$ cat config.mk
export PLATFORM = sky130hd
export DESIGN_NAME = result_collector
export DESIGN_NICKNAME = d
export VERILOG_FILES = /design/src/logic/gps_pkg.sv /design/src/logic/result_collector.sv
export SDC_FILE = /design/constraint.sdc
export NUM_CORES = 1
export LEC_CHECK = 0
export ABC_AREA = 1
export BUFFER_PORTS_ARGS = -buffer_cell sky130_fd_sc_hd__buf_4
export CORE_AREA = 2 2 148 150
export CTS_CLUSTER_DIAMETER = 100
export DETAILED_ROUTE_END_ITERATION = 16
export DIE_AREA = 0 0 150 152
export PLACE_DENSITY = 0.7
export SYNTH_ARGS = -nofsm -noshare
export SYNTH_HDL_FRONTEND = slang
export SYNTH_SLANG_ARGS = --single-unit
$ cat constraint.sdc
create_clock -name clk -period 3.58 [get_ports clk]
set_input_delay 0.179 -clock clk [delete_from_list [all_inputs] [get_ports clk]]
set_output_delay 0.179 -clock clk [all_outputs]
set_load 0.005 [all_outputs]
$ cat src/logic/gps_pkg.sv
`default_nettype none

package gps_pkg;

   localparam int N_CHANNELS     = 4;    // Correlator channels
   localparam int CODE_LEN       = 1023; // Chips per C/A epoch
   localparam int ACC_WIDTH      = 14;   // Signed I/Q accumulator
   localparam int I2Q2_WIDTH     = 28;   // Energy value
   localparam int CHAN_ID_WIDTH  = 2;
   localparam int SAMPLE_WIDTH   = 3;    // Baseband I or Q
   localparam int PRN_WIDTH      = 5;    // Stores PRN minus one
   localparam int CHIP_IDX_WIDTH = 10;
   localparam int EPOCH_WIDTH    = 8;

   typedef struct packed {
      logic signed [SAMPLE_WIDTH-1:0] i;
      logic signed [SAMPLE_WIDTH-1:0] q;
   } sample_t;

   typedef struct packed {
      logic [PRN_WIDTH-1:0]      prn;        // PRN minus one
      logic [CHIP_IDX_WIDTH-1:0] code_shift; // Chip index that restarts the code
   } chan_cfg_t;

   typedef struct packed {
      logic                      valid;
      sample_t                   sample;
      logic [CHIP_IDX_WIDTH-1:0] chip_index;
      logic [EPOCH_WIDTH-1:0]    epoch;
   } chip_tick_t;

   typedef struct packed {
      logic [CHAN_ID_WIDTH-1:0]   chan_id;
      logic [EPOCH_WIDTH-1:0]     epoch;
      logic signed [ACC_WIDTH-1:0] acc_i;
      logic signed [ACC_WIDTH-1:0] acc_q;
      logic [I2Q2_WIDTH-1:0]      i2q2;
      logic                       overrun; // Older result was lost
   } corr_result_t;

   // Four-phase handshake states, shared by input and output side
   typedef enum logic [1:0] {
      hs_idle,
      hs_wait_ack,
      hs_wait_release,
      hs_done
   } hs_state_e;

endpackage

`default_nettype wire

$ cat src/logic/result_collector.sv
`timescale 1ns/100ps
`default_nettype none

module result_collector (
   input  logic                              clk,
   input  logic                              reset,
   input  logic [gps_pkg::N_CHANNELS-1:0]    pending,
   input  gps_pkg::corr_result_t             chan_results [gps_pkg::N_CHANNELS],
   output logic [gps_pkg::N_CHANNELS-1:0]    take,
   output logic                              res_req,
   output gps_pkg::corr_result_t             result,
   input  logic                              res_ack,
   output logic [gps_pkg::I2Q2_WIDTH-1:0]    peak_i2q2,
   output logic [gps_pkg::CHAN_ID_WIDTH-1:0] peak_chan
);

   import gps_pkg::*;

   hs_state_e                state;
   logic [CHAN_ID_WIDTH-1:0] ptr;         // Round-robin start point
   logic [CHAN_ID_WIDTH-1:0] sel;
   logic [CHAN_ID_WIDTH-1:0] cand;
   logic                     any_pending;
   logic                     grant;

   // Lowest pending index at or after ptr, searched backwards so the nearest wins
   always_comb begin
      any_pending = 1'b0;
      sel         = ptr;
      cand        = ptr;
      for (int k = N_CHANNELS - 1; k >= 0; k--) begin
         cand = CHAN_ID_WIDTH'((int'(ptr) + k) % N_CHANNELS);
         if (pending[cand]) begin
            sel         = cand;
            any_pending = 1'b1;
         end
      end
   end

   assign grant   = (state == hs_idle) && any_pending;         // Scan only when idle
   assign take    = grant ? (N_CHANNELS'(1) << sel) : '0;
   assign res_req = (state == hs_wait_ack);

   always_ff @(posedge clk) begin
      if (reset) begin
         state <= hs_idle;
         ptr   <= '0;
      end else begin
         case (state)
            hs_idle: begin
               if (grant) begin
                  state <= hs_wait_ack;
                  ptr   <= (sel == CHAN_ID_WIDTH'(N_CHANNELS - 1)) ? '0 : sel + 1'b1;
               end
            end
            hs_wait_ack:     if (res_ack) state <= hs_wait_release;
            hs_wait_release: if (!res_ack) state <= hs_done;
            hs_done:         state <= hs_idle;                  // Spare cycle before rescan
            default:         state <= hs_idle;
         endcase
      end
   end

   // Copy held from take until res_ack has fallen
   always_ff @(posedge clk) begin
      if (grant) begin
         result <= chan_results[sel];
      end
   end

   always_ff @(posedge clk) begin
      if (reset) begin
         peak_i2q2 <= '0;
         peak_chan <= '0;
      end else if (grant && (chan_results[sel].i2q2 > peak_i2q2)) begin
         peak_i2q2 <= chan_results[sel].i2q2;                  // Visible as res_req rises
         peak_chan <= chan_results[sel].chan_id;
      end
   end

   a_result_stable: assert property (@(posedge clk) disable iff (reset)
      res_req && $past(res_req) |-> $stable(result))
      else $error("result changed while res_req was high");

   a_one_take: assert property (@(posedge clk) disable iff (reset)
      $onehot0(take))
      else $error("More than one channel taken in a cycle");

endmodule

`default_nettype wire

==> impl_metrics.ini <==
[run_status]
status = complete, no violations

[worst_hold_path]
hold_start = chan_results[253]
hold_path_class = in2reg

[timing]
fin_crit_sh_pct = 97.82
fin_worst_skew_ps = 9.229
finalSetupViolations = 0
hold_viol = 0
hold_slack_ps = 108.9
worst_pin_slew_ps = 515.1
max_freq_mhz = 285.5
slew-limit-headroom_pct = 65.66
slew_viol_final = 0
tns_ps = 0
fin_crit_ps = 3502

[logic_synthesis]
synth_top_area_share_pct = 27.99
synth_seq_cells = 101
seq_area_frac_synth_pct = 37.46
synth_nets = 1388
synth_area_per_cell_um2 = 6.668
synth_area_leaders = edfxtp_1, nand2_1, nand3_1, inv_1, dfxtp_1
synth_largest_area_cell = edfxtp_1
synth.distinct_cells = 26
syn_inst = 1078
yosysWarnings = 0
netlist_area_mm2 = 0.007188

[detailed_routing]
routed_wl_um = 29160
wire_per_inst_um = 16.62
dr.pass1.iters = 5
via_count = 8374
ant_nets = 0
avgViaCountPerCell = 4.772
drcViolationCount = 0
drtIter0Drc = 361

[finish]
final_util_pct = 55.34
syn2layout_area_growth_pct = 64.37
final_area_mm2 = 0.01182
nets = 1780
multi_input_area_mm2 = 0.003998
diodes = 0
fillers = 2056
regArea_mm2 = 0.002700
drive_gt1_share_pct = 38.71

[grt]
antenna_found_initial = 0
grt_max_degree = 54
grt_overflow_total = 0
grt_pass1_vias = 7762
grt_pass1_wl_um = 40080
grt_usage_pct = 22.42

[critical_path]
cp.arrival_ps = 3790
worst_r2r_path_depth = 27
crit_type = reg2reg
required_ps = 3870
cp-start-kind = flop
cp-endpoint = peak_i2q2[9]
worst_setup_path_end_kind = flop
cpPeakStageDelay_ps = 380
worst-path-max-fanout = 7
reg2reg_to = peak_i2q2[9]
cp_slowest_cell = dfxtp_4
r2r_slack_ps = 80
r2r-start = ptr[0]
critical_path.startpoint = ptr[0]

[cts]
htree_levels = 3
cts.reportedPaths.clkPinSlew_ps = 80
clock_latency_ps = 350
cts_made_buffers = 9
clock_sinks = 101
cts_hold_buf = 0
cts_tree = yes
cts_root_buffer = clkbuf_16
cts_buffer_depth = 2

[flow_run]
cap_violations = 0

[place]
gp_congestion = 0.8354
place_area_mm2 = 0.01037
io_buffers = 376
place_hpwl_um = 20400

[die]
io-pin-count = 377
die_h_um = 152
coreArea_mm2 = 0.02135
rows = 54
initial_core_util_pct = 33.67
die_w_um = 150
die-area_mm2 = 0.02280

[pwr]
power_uw = 14700
p_per_area_mw_per_mm2 = 1244
ir_worst_vdd_v = 0.0006846
p_leak_uw = 0.006203
report_power, final:
part | internal (uW) | leakage (uW) | total (uW) | switching (uW)
registers | 2260 | 0.000942 | 2500 | 243
clock network | 489 | 0.000136 | 949 | 460
logic | 4880 | 0.00513 | 11200 | 6370
total | 7630 | 0.00620 | 14700 | 7070
logic make-up after synthesis:
group / Yosys count / share of synthesized area, %
compound gates: 132 / 9.225
fa+ha+maj: 35 / 6.092
buf+inv: 266 / 15.49
flops: 101 / 37.46
simple gates: 544 / 31.73
layout by cell type, fill, tap and decap left out, drive strengths merged, types with 2 or more instances in the layout:
cell type	Yosys	layout
ha	35	35
o21ai	83	83
nand4	3	3
clkinv	0	7
buf	36	427
nand2	216	216
inv	207	205
nand3	156	156
dfxtp	34	34
a21oi	48	48
clkbuf	23	23
edfxtp	67	67
nor3	3	3
nor4	2	2
nor2	162	162
per-layer routing:
layer | wire, um | part of all wire, % | up-vias | GRT usage, %
li1 | - | - | 4182 | -
met1 | 11030 | 38 | 3759 | 25.42
met2 | 14560 | 50 | 369 | 39.44
met3 | 2369 | 8.1 | 64 | 5.255
met4 | 1210 | 4.1 | 0 | 10.38
met5 | 0 | 0 | - | 0
final cells by class:
cell class	instances	area share (%)
clock buffers	10	2.023
clock inverters	6	0.3283
inverters	207	6.714
multi-input cells	711	33.83
flip-flops and latches	101	22.85
well taps	280	2.965
repair buffers	440	31.28
worst min path at each step:
stage	cells past startpoint	to
finish	3	result[52]
global route	3	result[30]
global placement	3	result[54]
detailed placement	3	result[45]
floorplan	3	peak_chan[0]
CTS	3	result[52]
cells in the mapped netlist:
master	instances
buf_6	9
o21ai_0	43
nand3_2	1
a211oi_1	1
o21ai_1	40
nand4_1	3
nand2_1	212
nand3_1	155
nand2_2	3
nand3b_1	1
nor2_1	162
edfxtp_1	67
inv_2	5
inv_4	1
nand2_4	1
nor3_1	3
clkbuf_1	23
dfxtp_1	34
inv_1	201
buf_4	7
ha_1	35
nor4_1	2
buf_1	5
buf_2	15
nor3b_1	1
a21oi_1	48
flip-flops by register name, summed over array words and instances (netlist names):
register	cells
result	67
state	2
ptr	2
peak_chan	2
peak_i2q2	28
worst max-delay path: cells and delay by family, from the launching register on:
family	cells	cell delay (ps)
flip-flops	1	380
AND/OR/NAND/NOR	16	1640
AO/OA/AOI/OAI	1	70
buffers and inverters	9	1060
adder cells (fa/ha/maj)	1	280
metrics by stage:
stage               setup slack, ps  instances
floorplan                     534.6       1078
global placement              24.73       1708
detailed placement           -110.1       1708
CTS                           29.60       1724
global route                 -83.51       1755
finish                        77.90       1755
what timing repair did:
item | in CTS | in global routing
gates cloned | 0 | 17
resized for setup | 3 | 142
setup buffers | 0 | 14
setup endpoints to repair | 30 | 30
pin swaps | 0 | 32
(Power assumes the default switching activity.)
