$ cat src/logic/gps_pkg.sv
`default_nettype none

package gps_pkg;

   localparam int N_CHANNELS     = 4;    // Correlator channels
   localparam int CODE_LEN       = 1023; // Chips per C/A epoch
   localparam int ACC_WIDTH      = 14;   // Signed I/Q accumulator
   localparam int I2Q2_WIDTH     = 28;   // Energy value
   localparam int CHAN_ID_WIDTH  = 2;
   localparam int SAMPLE_WIDTH   = 3;    // Baseband I or Q
   localparam int PRN_WIDTH      = 5;    // Stores PRN minus one
   localparam int CHIP_IDX_WIDTH = 10;
   localparam int EPOCH_WIDTH    = 8;

   typedef struct packed {
      logic signed [SAMPLE_WIDTH-1:0] i;
      logic signed [SAMPLE_WIDTH-1:0] q;
   } sample_t;

   typedef struct packed {
      logic [PRN_WIDTH-1:0]      prn;        // PRN minus one
      logic [CHIP_IDX_WIDTH-1:0] code_shift; // Chip index that restarts the code
   } chan_cfg_t;

   typedef struct packed {
      logic                      valid;
      sample_t                   sample;
      logic [CHIP_IDX_WIDTH-1:0] chip_index;
      logic [EPOCH_WIDTH-1:0]    epoch;
   } chip_tick_t;

   typedef struct packed {
      logic [CHAN_ID_WIDTH-1:0]   chan_id;
      logic [EPOCH_WIDTH-1:0]     epoch;
      logic signed [ACC_WIDTH-1:0] acc_i;
      logic signed [ACC_WIDTH-1:0] acc_q;
      logic [I2Q2_WIDTH-1:0]      i2q2;
      logic                       overrun; // Older result was lost
   } corr_result_t;

   // Four-phase handshake states, shared by input and output side
   typedef enum logic [1:0] {
      hs_idle,
      hs_wait_ack,
      hs_wait_release,
      hs_done
   } hs_state_e;

endpackage

`default_nettype wire

$ cat src/logic/sample_dispatch.sv
`timescale 1ns/100ps
`default_nettype none

module sample_dispatch (
   input  logic                clk,
   input  logic                reset,
   input  logic                sample_req,
   input  gps_pkg::sample_t    sample,
   output logic                sample_ack,
   output gps_pkg::chip_tick_t tick
);

   import gps_pkg::*;

   hs_state_e                 state;
   logic [CHIP_IDX_WIDTH-1:0] chip_cnt;
   logic [EPOCH_WIDTH-1:0]    epoch_cnt;
   logic                      accept;

   assign accept     = (state == hs_idle) && sample_req; // ack is low in idle
   assign sample_ack = (state == hs_wait_release);

   always_ff @(posedge clk) begin
      if (reset) begin
         state <= hs_idle;
      end else begin
         case (state)
            hs_idle:         if (accept) state <= hs_wait_release;
            hs_wait_release: if (!sample_req) state <= hs_idle; // ack drops next cycle
            default:         state <= hs_idle;
         endcase
      end
   end

   always_ff @(posedge clk) begin
      if (reset) begin
         chip_cnt  <= '0;
         epoch_cnt <= '0;
      end else if (accept) begin
         if (chip_cnt == CHIP_IDX_WIDTH'(CODE_LEN - 1)) begin
            chip_cnt  <= '0;
            epoch_cnt <= epoch_cnt + 1'b1;                     // Epoch counts on wrap
         end else begin
            chip_cnt <= chip_cnt + 1'b1;
         end
      end
   end

   // Broadcast tick lines up with the rise of sample_ack
   always_ff @(posedge clk) begin
      if (reset) begin
         tick.valid <= 1'b0;
      end else begin
         tick.valid <= accept;
         if (accept) begin
            tick.sample     <= sample;
            tick.chip_index <= chip_cnt;
            tick.epoch      <= epoch_cnt;
         end
      end
   end

   a_ack_after_req: assert property (@(posedge clk) disable iff (reset)
      $rose(sample_ack) |-> $past(sample_req))
      else $error("sample_ack rose without sample_req high");

endmodule

`default_nettype wire

$ cat config.mk
export PLATFORM = sky130hd
export DESIGN_NAME = sample_dispatch
export DESIGN_NICKNAME = d
export VERILOG_FILES = /design/src/logic/gps_pkg.sv /design/src/logic/sample_dispatch.sv
export SDC_FILE = /design/constraint.sdc
export NUM_CORES = 1
export LEC_CHECK = 0
export BUFFER_PORTS_ARGS = -buffer_cell sky130_fd_sc_hd__buf_2
export CORE_ASPECT_RATIO = 0.9
export CORE_UTILIZATION = 48
export DETAILED_ROUTE_END_ITERATION = 8
export PLACE_DENSITY_LB_ADDON = 0.25
export SLEW_MARGIN = 5
export SYNTH_ARGS = -nofsm -noshare
export SYNTH_HDL_FRONTEND = slang
export SYNTH_SLANG_ARGS = --single-unit
$ cat constraint.sdc
create_clock -name clk -period 2.3 [get_ports clk]
set_clock_uncertainty 0.15 [all_clocks]
set_input_delay 0.345 -clock clk [delete_from_list [all_inputs] [get_ports clk]]
set_output_delay 0.345 -clock clk [all_outputs]
set_load 0.1 [all_outputs]
==> impl_metrics.env <==
export IMPL_status="completed"
export IMPL_vias_per_cell=5.22
export IMPL_cp_start_kind="register"
export IMPL_ioPinCount=35
export IMPL_dr_total_vias=1111
export IMPL_p_int_mw=1.31
export IMPL_worst_skew_pair_late_latency_ns=0.30
export IMPL_switching_share_pct=35.5
export IMPL_final_cell_mix="buf_2, edfxtp_1, dfxtp_1, nor2_1, nand3_1"
export IMPL_hold_viol=0
export IMPL_setup_violations=0
export IMPL_grt_total_usage_pct=16.6
export IMPL_antenna_cells=0
export IMPL_syn2layout_area_growth_pct=20.2
export IMPL_synth_nets=140
export IMPL_crit_cells=6
export IMPL_crit_slowest_cell="or4_1"
export IMPL_relSlewSlack_pct=67.6
export IMPL_startpoint="chip_cnt[0]"
export IMPL_cts_clk_slew_worst_paths_ns=0.08
export IMPL_drc=0
export IMPL_ys_types=37
export IMPL_syn_inst=127
export IMPL_grt_max_degree=25
export IMPL_clockPowerShare_pct=29.2
export IMPL_avgSynthCellArea_um2=13.4
export IMPL_cp_data_required_time_ns=2.38
export IMPL_cp_top_family="simple AND/OR/NAND/NOR gates"
export IMPL_grt_overflow_total=0
export IMPL_vdd_ir_drop_worst_mv=0.521
export IMPL_max_freq_ghz=0.485
export IMPL_final_util_pct=60.7
export IMPL_worstHoldStart="sample[3]"
export IMPL_post_route_period_util_pct=89.7
export IMPL_hold_class="input port to register"
export IMPL_num_rows=20
export IMPL_finalPower_mw=2.03
export IMPL_core_area_um2=3380
export IMPL_crit_path_end_kind="register"
export IMPL_ys_warn_count=0
export IMPL_crit_type="register to register"
export IMPL_r2r_end="epoch_cnt[7]"
export IMPL_first_pass_iters=4
export IMPL_synth_area_um2=1710
export IMPL_worstSetupEndpoint="epoch_cnt[7]"
export IMPL_hold_buffers=0
export IMPL_cts_resized=0
export IMPL_layout_drive_gt1_share_pct=32.5
export IMPL_postCtsSetupBuffers=0
export IMPL_routed_wl_mm=2.83
export IMPL_antenna_found_initial=0
export IMPL_final_common_cell="buf_2"
export IMPL_port_buffers=34
export IMPL_path_max_fanout=5
export IMPL_grt_pass1_vias=1044
export IMPL_p_switching_mw=0.719
export IMPL_setup_tns_ns=0
export IMPL_slew_violations=0
export IMPL_final_nets=181
export IMPL_die_width_um=64.9
export IMPL_setup_slack_ns=0.237
export IMPL_die_h_um=58.6
export IMPL_pwr_share_seq_pct=45.7
export IMPL_gp_congestion=0.839
export IMPL_r2r_start="chip_cnt[0]"
export IMPL_die_area_um2=3800
export IMPL_yosysSeqAreaShare_pct=65.7
export IMPL_cp_arrival_ns=2.14
export IMPL_clock_sinks=44
export IMPL_leakagePower_nw=0.776
export IMPL_p_per_area_nw_per_um2=988
export IMPL_rrSetupSlack_ns=0.24
export IMPL_numCtsBuffers=5
export IMPL_rsz0062_at_grt="false"
export IMPL_ys_seq_elements=44
export IMPL_comb_power_share_pct=25.0
export IMPL_ant_nets=0
export IMPL_fillerInstances=278
export IMPL_worstMarginPinSlew_ns=0.490
export IMPL_grt_pass1_wl_mm=4.66
export IMPL_clockBufferDepth=2
export IMPL_wire_per_inst_um=13.3
export IMPL_r2r_cells=6
export IMPL_first_iter_violations=59
export IMPL_cpPeakStageDelay_ns=0.51
export IMPL_cts_root_buf="clkbuf_8"
export IMPL_cts_tree="yes"
export IMPL_htreeDepth=2
export IMPL_path_buf_inv=1
export IMPL_min_period_ns=2.06
export IMPL_initial_core_util_pct=50.5
export IMPL_post_place_ws_ns=0.269
export IMPL_crit_chain="inv_1, ha_1, nand3_4, or3_4, or4_1, a21oi_1"
export IMPL_maxCapViolations=0
export IMPL_dp_final_hpwl_mm=1.92
worst reg2reg max path: stages, from the launching register on:
cell	delay, ns
dfxtp_1	0.36
inv_1	0.08
ha_1	0.26
nand3_4	0.13
or3_4	0.36
or4_1	0.51
a21oi_1	0.15
stage by stage:
step           cells  area (um^2)  hold slack (ns)
3_5_place_dp     205         1940            0.315
6_report         213         2050           0.0691
4_1_cts          213         2050           0.0636
5_1_grt          213         2050           0.0560
3_3_place_gp     205         1940            0.292
2_1_floorplan    127         1710            0.272
worst min path at each step:
| stage | slack, ns | to | depth (start not counted) |
|---|---|---|---|
| after detailed placement | 0.31 | tick[7] | 0 |
| after CTS | 0.06 | tick[21] | 1 |
| final | 0.07 | tick[21] | 1 |
| after floorplan | 0.27 | tick[7] | 0 |
| after global placement | 0.29 | tick[7] | 0 |
| after global routing | 0.06 | tick[20] | 1 |
synth_stat cells (all sizes together):
library cell	number	share of area, %
mux2i	1	0.59
a21o	1	0.44
inv	3	0.66
and2	1	0.37
a21oi	5	1.5
a31o	1	0.51
mux2	1	0.66
or4	1	0.44
or4b	1	0.59
clkbuf	1	0.22
o31ai	1	0.44
nor3	7	2.3
o2111ai	1	0.51
ha	4	2.9
nand2	3	0.66
a2111oi	1	0.51
o21ai	3	0.88
xor2	5	2.6
or3	2	1.0
a311oi	1	0.51
buf	2	1.1
nor2	9	2.0
nor4	3	1.1
nand4	2	1.6
dfxtp	20	23
nand3	10	4.4
edfxtp	24	42
xnor2	5	2.6
nor2b	3	1.1
a41oi	1	0.51
and3	3	1.1
and3b	1	0.51
registers in the layout, summed over array words and instances (netlist names):
name       count
chip_cnt      10
tick          25
epoch_cnt      8
state          1
logic make-up (layout without fill, tap and decap cells):
logic type,count (synthesis),in the layout,synth area share (%)
AND/OR/NAND/NOR,46,46,17.2
adder cells (fa/ha/maj),4,4,2.93
buffers and inverters,6,48,1.98
flip-flops,44,44,65.7
XOR/XNOR,10,10,5.13
multiplexers,2,2,1.25
AO/OA/AOI/OAI,15,15,5.79
metal layers:
layer	vias up	global-route usage (%)	wire (um)
li1	552	-	-
met2	35	26.2	1370
met5	-	0	0
met1	519	20.3	1250
met4	0	7.62	43
met3	5	6.40	166
power groups by stage:
stage,logic [mW],registers (mW),clock network (mW)
after CTS,0.511,0.928,0.602
final,0.507,0.926,0.592
after global placement,0.504,0.940,0
after detailed placement,0.510,0.946,0
after global routing,0.532,0.933,0.634
after floorplan,0.102,1.28,0
layout make-up:
class	instances	area [um^2]	area share (%)
timing repair buffer	37	193	9.40
clock inverter	3	46.3	2.26
clock buffer	5	68.8	3.36
sequential	44	1120	54.7
tap	44	55.1	2.68
inverter	3	11.3	0.549
multi-input combinational	77	554	27.0
No activity file was read; power rests on OpenSTA's default activity.
