`config.mk`:
```
export PLATFORM = sky130hd
export DESIGN_NAME = correlator_channel
export DESIGN_NICKNAME = d
export VERILOG_FILES = /design/src/logic/gps_pkg.sv /design/src/logic/ca_code_gen.sv /design/src/logic/correlator_channel.sv
export SDC_FILE = /design/constraint.sdc
export NUM_CORES = 1
export LEC_CHECK = 0
export BUFFER_PORTS_ARGS = -buffer_cell sky130_fd_sc_hd__buf_2
export CORE_MARGIN = 4
export CORE_UTILIZATION = 40
export CTS_CLUSTER_DIAMETER = 80
export DETAILED_ROUTE_END_ITERATION = 10
export PLACE_DENSITY = 0.6
export SLEW_MARGIN = 20
export SYNTH_ARGS = -nofsm -noshare
export SYNTH_HDL_FRONTEND = slang
export SYNTH_SLANG_ARGS = --single-unit
```
`constraint.sdc`:
```
create_clock -name clk -period 20.1 [get_ports clk]
set_input_delay 2.01 -clock clk [delete_from_list [all_inputs] [get_ports clk]]
set_output_delay 2.01 -clock clk [all_outputs]
set_load 0.02 [all_outputs]
```
`src/logic/gps_pkg.sv`:
```
`default_nettype none

package gps_pkg;

   localparam int N_CHANNELS     = 4;    // Correlator channels
   localparam int CODE_LEN       = 1023; // Chips per C/A epoch
   localparam int ACC_WIDTH      = 14;   // Signed I/Q accumulator
   localparam int I2Q2_WIDTH     = 28;   // Energy value
   localparam int CHAN_ID_WIDTH  = 2;
   localparam int SAMPLE_WIDTH   = 3;    // Baseband I or Q
   localparam int PRN_WIDTH      = 5;    // Stores PRN minus one
   localparam int CHIP_IDX_WIDTH = 10;
   localparam int EPOCH_WIDTH    = 8;

   typedef struct packed {
      logic signed [SAMPLE_WIDTH-1:0] i;
      logic signed [SAMPLE_WIDTH-1:0] q;
   } sample_t;

   typedef struct packed {
      logic [PRN_WIDTH-1:0]      prn;        // PRN minus one
      logic [CHIP_IDX_WIDTH-1:0] code_shift; // Chip index that restarts the code
   } chan_cfg_t;

   typedef struct packed {
      logic                      valid;
      sample_t                   sample;
      logic [CHIP_IDX_WIDTH-1:0] chip_index;
      logic [EPOCH_WIDTH-1:0]    epoch;
   } chip_tick_t;

   typedef struct packed {
      logic [CHAN_ID_WIDTH-1:0]   chan_id;
      logic [EPOCH_WIDTH-1:0]     epoch;
      logic signed [ACC_WIDTH-1:0] acc_i;
      logic signed [ACC_WIDTH-1:0] acc_q;
      logic [I2Q2_WIDTH-1:0]      i2q2;
      logic                       overrun; // Older result was lost
   } corr_result_t;

   // Four-phase handshake states, shared by input and output side
   typedef enum logic [1:0] {
      hs_idle,
      hs_wait_ack,
      hs_wait_release,
      hs_done
   } hs_state_e;

endpackage

`default_nettype wire

```
`src/logic/ca_code_gen.sv`:
```
`timescale 1ns/100ps
`default_nettype none

module ca_code_gen (
   input  logic                          clk,
   input  logic                          reset,
   input  logic                          load,
   input  logic                          step,
   input  logic [gps_pkg::PRN_WIDTH-1:0] prn,
   output logic                          chip
);

   logic [10:1] g1;     // Stage numbering as in the ICD
   logic [10:1] g2;
   logic [3:0]  tap_a;
   logic [3:0]  tap_b;

   // G2 phase selector taps, prn holds PRN minus one
   always_comb begin
      case (prn)
         5'd0:    {tap_a, tap_b} = {4'd2, 4'd6};
         5'd1:    {tap_a, tap_b} = {4'd3, 4'd7};
         5'd2:    {tap_a, tap_b} = {4'd4, 4'd8};
         5'd3:    {tap_a, tap_b} = {4'd5, 4'd9};
         5'd4:    {tap_a, tap_b} = {4'd1, 4'd9};
         5'd5:    {tap_a, tap_b} = {4'd2, 4'd10};
         5'd6:    {tap_a, tap_b} = {4'd1, 4'd8};
         5'd7:    {tap_a, tap_b} = {4'd2, 4'd9};
         5'd8:    {tap_a, tap_b} = {4'd3, 4'd10};
         5'd9:    {tap_a, tap_b} = {4'd2, 4'd3};
         5'd10:   {tap_a, tap_b} = {4'd3, 4'd4};
         5'd11:   {tap_a, tap_b} = {4'd5, 4'd6};
         5'd12:   {tap_a, tap_b} = {4'd6, 4'd7};
         5'd13:   {tap_a, tap_b} = {4'd7, 4'd8};
         5'd14:   {tap_a, tap_b} = {4'd8, 4'd9};
         5'd15:   {tap_a, tap_b} = {4'd9, 4'd10};
         5'd16:   {tap_a, tap_b} = {4'd1, 4'd4};
         5'd17:   {tap_a, tap_b} = {4'd2, 4'd5};
         5'd18:   {tap_a, tap_b} = {4'd3, 4'd6};
         5'd19:   {tap_a, tap_b} = {4'd4, 4'd7};
         5'd20:   {tap_a, tap_b} = {4'd5, 4'd8};
         5'd21:   {tap_a, tap_b} = {4'd6, 4'd9};
         5'd22:   {tap_a, tap_b} = {4'd1, 4'd3};
         5'd23:   {tap_a, tap_b} = {4'd4, 4'd6};
         5'd24:   {tap_a, tap_b} = {4'd5, 4'd7};
         5'd25:   {tap_a, tap_b} = {4'd6, 4'd8};
         5'd26:   {tap_a, tap_b} = {4'd7, 4'd9};
         5'd27:   {tap_a, tap_b} = {4'd8, 4'd10};
         5'd28:   {tap_a, tap_b} = {4'd1, 4'd6};
         5'd29:   {tap_a, tap_b} = {4'd2, 4'd7};
         5'd30:   {tap_a, tap_b} = {4'd3, 4'd8};
         default: {tap_a, tap_b} = {4'd4, 4'd9}; // PRN 32
      endcase
   end

   assign chip = g1[10] ^ g2[tap_a] ^ g2[tap_b];

   always_ff @(posedge clk) begin
      if (reset || load) begin
         g1 <= '1;                                              // Epoch start state
         g2 <= '1;
      end else if (step) begin
         g1 <= {g1[9:1], g1[3] ^ g1[10]};                       // 1 + x^3 + x^10
         g2 <= {g2[9:1], g2[2] ^ g2[3] ^ g2[6] ^ g2[8] ^ g2[9] ^ g2[10]};
      end
   end

endmodule

`default_nettype wire

```
`src/logic/correlator_channel.sv`:
```
`timescale 1ns/100ps
`default_nettype none

module correlator_channel (
   input  logic [gps_pkg::CHAN_ID_WIDTH-1:0] chan_id,
   input  logic                              clk,
   input  logic                              reset,
   input  gps_pkg::chan_cfg_t                cfg,
   input  gps_pkg::chip_tick_t               tick,
   input  logic                              take,
   output logic                              pending,
   output gps_pkg::corr_result_t             result
);

   import gps_pkg::*;

   logic                         chip;
   logic                         code_load;
   logic                         code_step;
   logic signed [ACC_WIDTH-1:0]  samp_i;
   logic signed [ACC_WIDTH-1:0]  samp_q;
   logic signed [ACC_WIDTH-1:0]  add_i;
   logic signed [ACC_WIDTH-1:0]  add_q;
   logic signed [ACC_WIDTH-1:0]  acc_i;
   logic signed [ACC_WIDTH-1:0]  acc_q;
   logic signed [I2Q2_WIDTH-1:0] sq_i;
   logic signed [I2Q2_WIDTH-1:0] sq_q;
   logic                         dump_q;
   logic [EPOCH_WIDTH-1:0]       dump_epoch;

   // Code phase restarts at the configured chip index
   assign code_load = tick.valid && (tick.chip_index == cfg.code_shift);
   assign code_step = tick.valid && !code_load;

   ca_code_gen u_code (
      .clk   (clk),
      .reset (reset),
      .load  (code_load),
      .step  (code_step),
      .prn   (cfg.prn),
      .chip  (chip)
   );

   assign samp_i = ACC_WIDTH'(tick.sample.i);                   // Sign extend
   assign samp_q = ACC_WIDTH'(tick.sample.q);
   assign add_i  = chip ? -samp_i : samp_i;                     // Chip 1 counts as -1
   assign add_q  = chip ? -samp_q : samp_q;

   always_ff @(posedge clk) begin
      if (reset) begin
         acc_i <= '0;
         acc_q <= '0;
      end else if (dump_q) begin
         acc_i <= tick.valid ? add_i : '0;                      // Restart after dump
         acc_q <= tick.valid ? add_q : '0;
      end else if (tick.valid) begin
         acc_i <= acc_i + add_i;
         acc_q <= acc_q + add_q;
      end
   end

   // Last chip of the epoch, dump follows one cycle later
   always_ff @(posedge clk) begin
      if (reset) begin
         dump_q <= 1'b0;
      end else begin
         dump_q <= tick.valid && (tick.chip_index == CHIP_IDX_WIDTH'(CODE_LEN - 1));
      end
   end

   always_ff @(posedge clk) begin
      if (tick.valid) begin
         dump_epoch <= tick.epoch;
      end
   end

   assign sq_i = I2Q2_WIDTH'(acc_i) * I2Q2_WIDTH'(acc_i);
   assign sq_q = I2Q2_WIDTH'(acc_q) * I2Q2_WIDTH'(acc_q);

   always_ff @(posedge clk) begin
      if (dump_q) begin
         result.chan_id <= chan_id;
         result.epoch   <= dump_epoch;
         result.acc_i   <= acc_i;
         result.acc_q   <= acc_q;
         result.i2q2    <= sq_i + sq_q;
         result.overrun <= pending && !take;                    // Old result never taken
      end
   end

   always_ff @(posedge clk) begin
      if (reset) begin
         pending <= 1'b0;
      end else if (dump_q) begin
         pending <= 1'b1;
      end else if (take) begin
         pending <= 1'b0;
      end
   end

   a_take_when_pending: assert property (@(posedge clk) disable iff (reset)
      take |-> pending)
      else $error("Channel %0d taken with no pending result", chan_id);

endmodule

`default_nettype wire

```
==> flow_summary.toml <==
[outcome]
status = "complete, no violations"

[clock_tree]
cts_setup_buffers = 0
cts_tree = "done"
path_clk_slew_ns = 0.06
cts_made_buffers = 17
ctsHtreeMaxLevel = 4
insertion_delay_ns = 0.48
cts_max_path_buffers = 2
cts_num_sinks = 125
ctsHoldBuffers = 0
cts_resized = 0
clockRootBuffer = "clkbuf_16"

[drt]
vias_per_cell = 4.83
wl_per_cell_um = 16.3
vias = 13500
drc = 0
ant_nets = 0
drt_iter0_drc = 632
drt-total-wl_um = 45300
first_pass_iters = 7

[global_route]
overflow = 0
grt_usage_pct = 18.1
grt_max_degree = 60
grt_pass1_wl_um = 76500
grt_pass1_vias = 14900
antenna_found_initial = 0

[setup_path]
end_kind = "flip-flop"
cp-start-kind = "flip-flop"
crit_fanout = 27
crit_arrival_ns = 8.12
crit_type = "reg2reg"
required_ns = 20.30

[floorplanning]
start_util_pct = 40.5
die_w_um = 233
core-area_um2 = 50100
ios = 113
rows = 82
die_h_um = 233
dieArea_um2 = 54300

[placed_design]
gp_congestion = 0.834
dpl_cell_area_um2 = 21500
placed_cells = 2751
dp_hpwl_um = 36900
port_buffers = 112

[final_layout]
final_cell_area_um2 = 22200
drive_gt1_share_pct = 10.3
synthToLayoutAreaGrowth_pct = 9.49
diodes = 0
final_nets = 2694
fin_cells = 2783

[sta]
tns_ns = 0
rsz0062_at_grt = "no"
max_freq_mhz = 126
period_needed_ns = 7.92
slew_violations = 0
hold_violations = 0
skew_ns = 0.0204
post-route-period-util_pct = 39.4
finalSetupViolCount = 0
worst_pin_slew_ns = 1.09
relSlewSlack_pct = 27.4
hold_ws_ns = 0.419

[synth]
ys_types = 80
yosys.area.top_type = "fa_1"
synth-async-reset-ratio_pct = 0
syn-num-nets = 2607
synth_top_area_share_pct = 40.0
ys_seq_area_share_pct = 16.1
synthFlopType = "edfxtp_1"
syn_area_um2 = 20300
synth_area_per_cell_um2 = 10.1
synth_edf_count = 75
synth_area_leaders = "fa_1 40%, edfxtp_1 11%, inv_1 9.1%, ha_1 9.0%, dfxtp_1 4.9%"
synthCells = 2011
ys_ff_latch = 125
ys_warn_count = 0

[flow_run]
maxCapViolations = 0

[hold_path]
hold_path_class = "reg2reg"
[layout make-up]
type	instances	area [um2]
clock buffer	17	425
clock inverter	15	224
fill	4846	27900
inverter	494	1850
multi-input combinational	1328	14900
sequential	125	3260
tap	672	841
timing repair buffer	132	711
[placed cells by master, fill, tap and decap left out, types with 19 or more instances in the layout]
master    Yosys  final
and2_1      107    107
dfxtp_1      50     49
nand2b_1     29     29
mux2i_1      43     43
ha_1        146    146
edfxtp_1     75     75
a21oi_1      55     55
buf_2         5    112
fa_1        405    405
xnor2_1      66     66
nand2_1     137    137
inv_1       492    492
nor2b_1      30     30
o21ai_0      24     24
nor2_1       55     55
or2_2        19     19
buf_4         1     20
xor2_1       19     19
[worst paths after layout]
kind	from	endpoint	slack, ns	cells past startpoint
setup / recovery	acc_q[13]	result[28]	12.18	21
hold / removal	dump_epoch[0]	result[57]	0.42	0
setup reg to reg	acc_q[13]	result[28]	12.18	21
hold reg to reg	dump_epoch[0]	result[57]	0.42	0
[cells in the mapped netlist (13+ instances only)]
cell type,instances
a21o_1,18
a21oi_1,55
and2_1,107
clkbuf_1,52
dfxtp_1,50
edfxtp_1,75
fa_1,405
ha_1,146
inv_1,492
mux2i_1,43
nand2_1,137
nand2b_1,29
nand3_1,17
nor2_1,55
nor2b_1,30
nor3_1,16
o21a_1,13
o21ai_0,24
or2_2,19
xnor2_1,66
xor2_1,19
[cells by family after synthesis]
family                   share of synthesized area [%]
flip-flops                                        16.1
AO/OA/AOI/OAI                                     6.25
multiplexers                                      2.40
adder cells (fa/ha/maj)                           49.0
XOR/XNOR                                          3.68
buffers and inverters                             10.6
AND/OR/NAND/NOR                                   12.0
[critical path: stages (launching register included)]
cell,delay (ns)
dfxtp_1,0.47
buf_4,0.35
nand2_1,0.58
fa_1,0.71
fa_1,0.54
inv_1,0.05
fa_1,0.49
fa_1,0.56
fa_1,0.42
fa_1,0.46
fa_1,0.49
inv_1,0.05
fa_1,0.47
inv_1,0.04
ha_1,0.33
nand3_1,0.10
o211ai_1,0.27
a21oi_1,0.19
or4b_2,0.72
a31oi_1,0.17
nor2_1,0.07
xnor2_1,0.12
[routing by layer]
metal	GRT usage, %	wire, um	up-vias
li1	-	-	6319
met1	23.1	19500	6859
met2	31.8	23200	227
met3	2.35	1570	50
met4	5.88	1050	0
met5	0	0	-
[registers in the layout, summed over array words and instances (netlist names)]
name,count
dump_q,1
pending,1
acc_q,14
u_code.g1,10
u_code.g2,10
dump_epoch,8
acc_i,14
result,67
[stage by stage]
step	utilization [%]	worst slack, ns
3_5_place_dp	43.0	12.08
3_3_place_gp	43.0	12.19
5_1_grt	44.3	11.80
6_report	44.3	12.18
4_1_cts	44.3	12.19
2_1_floorplan	-	12.72
Power is left out: the tool's default activity adds up to more than one toggle a clock period on the data nets, which glitch-free logic cannot reach.
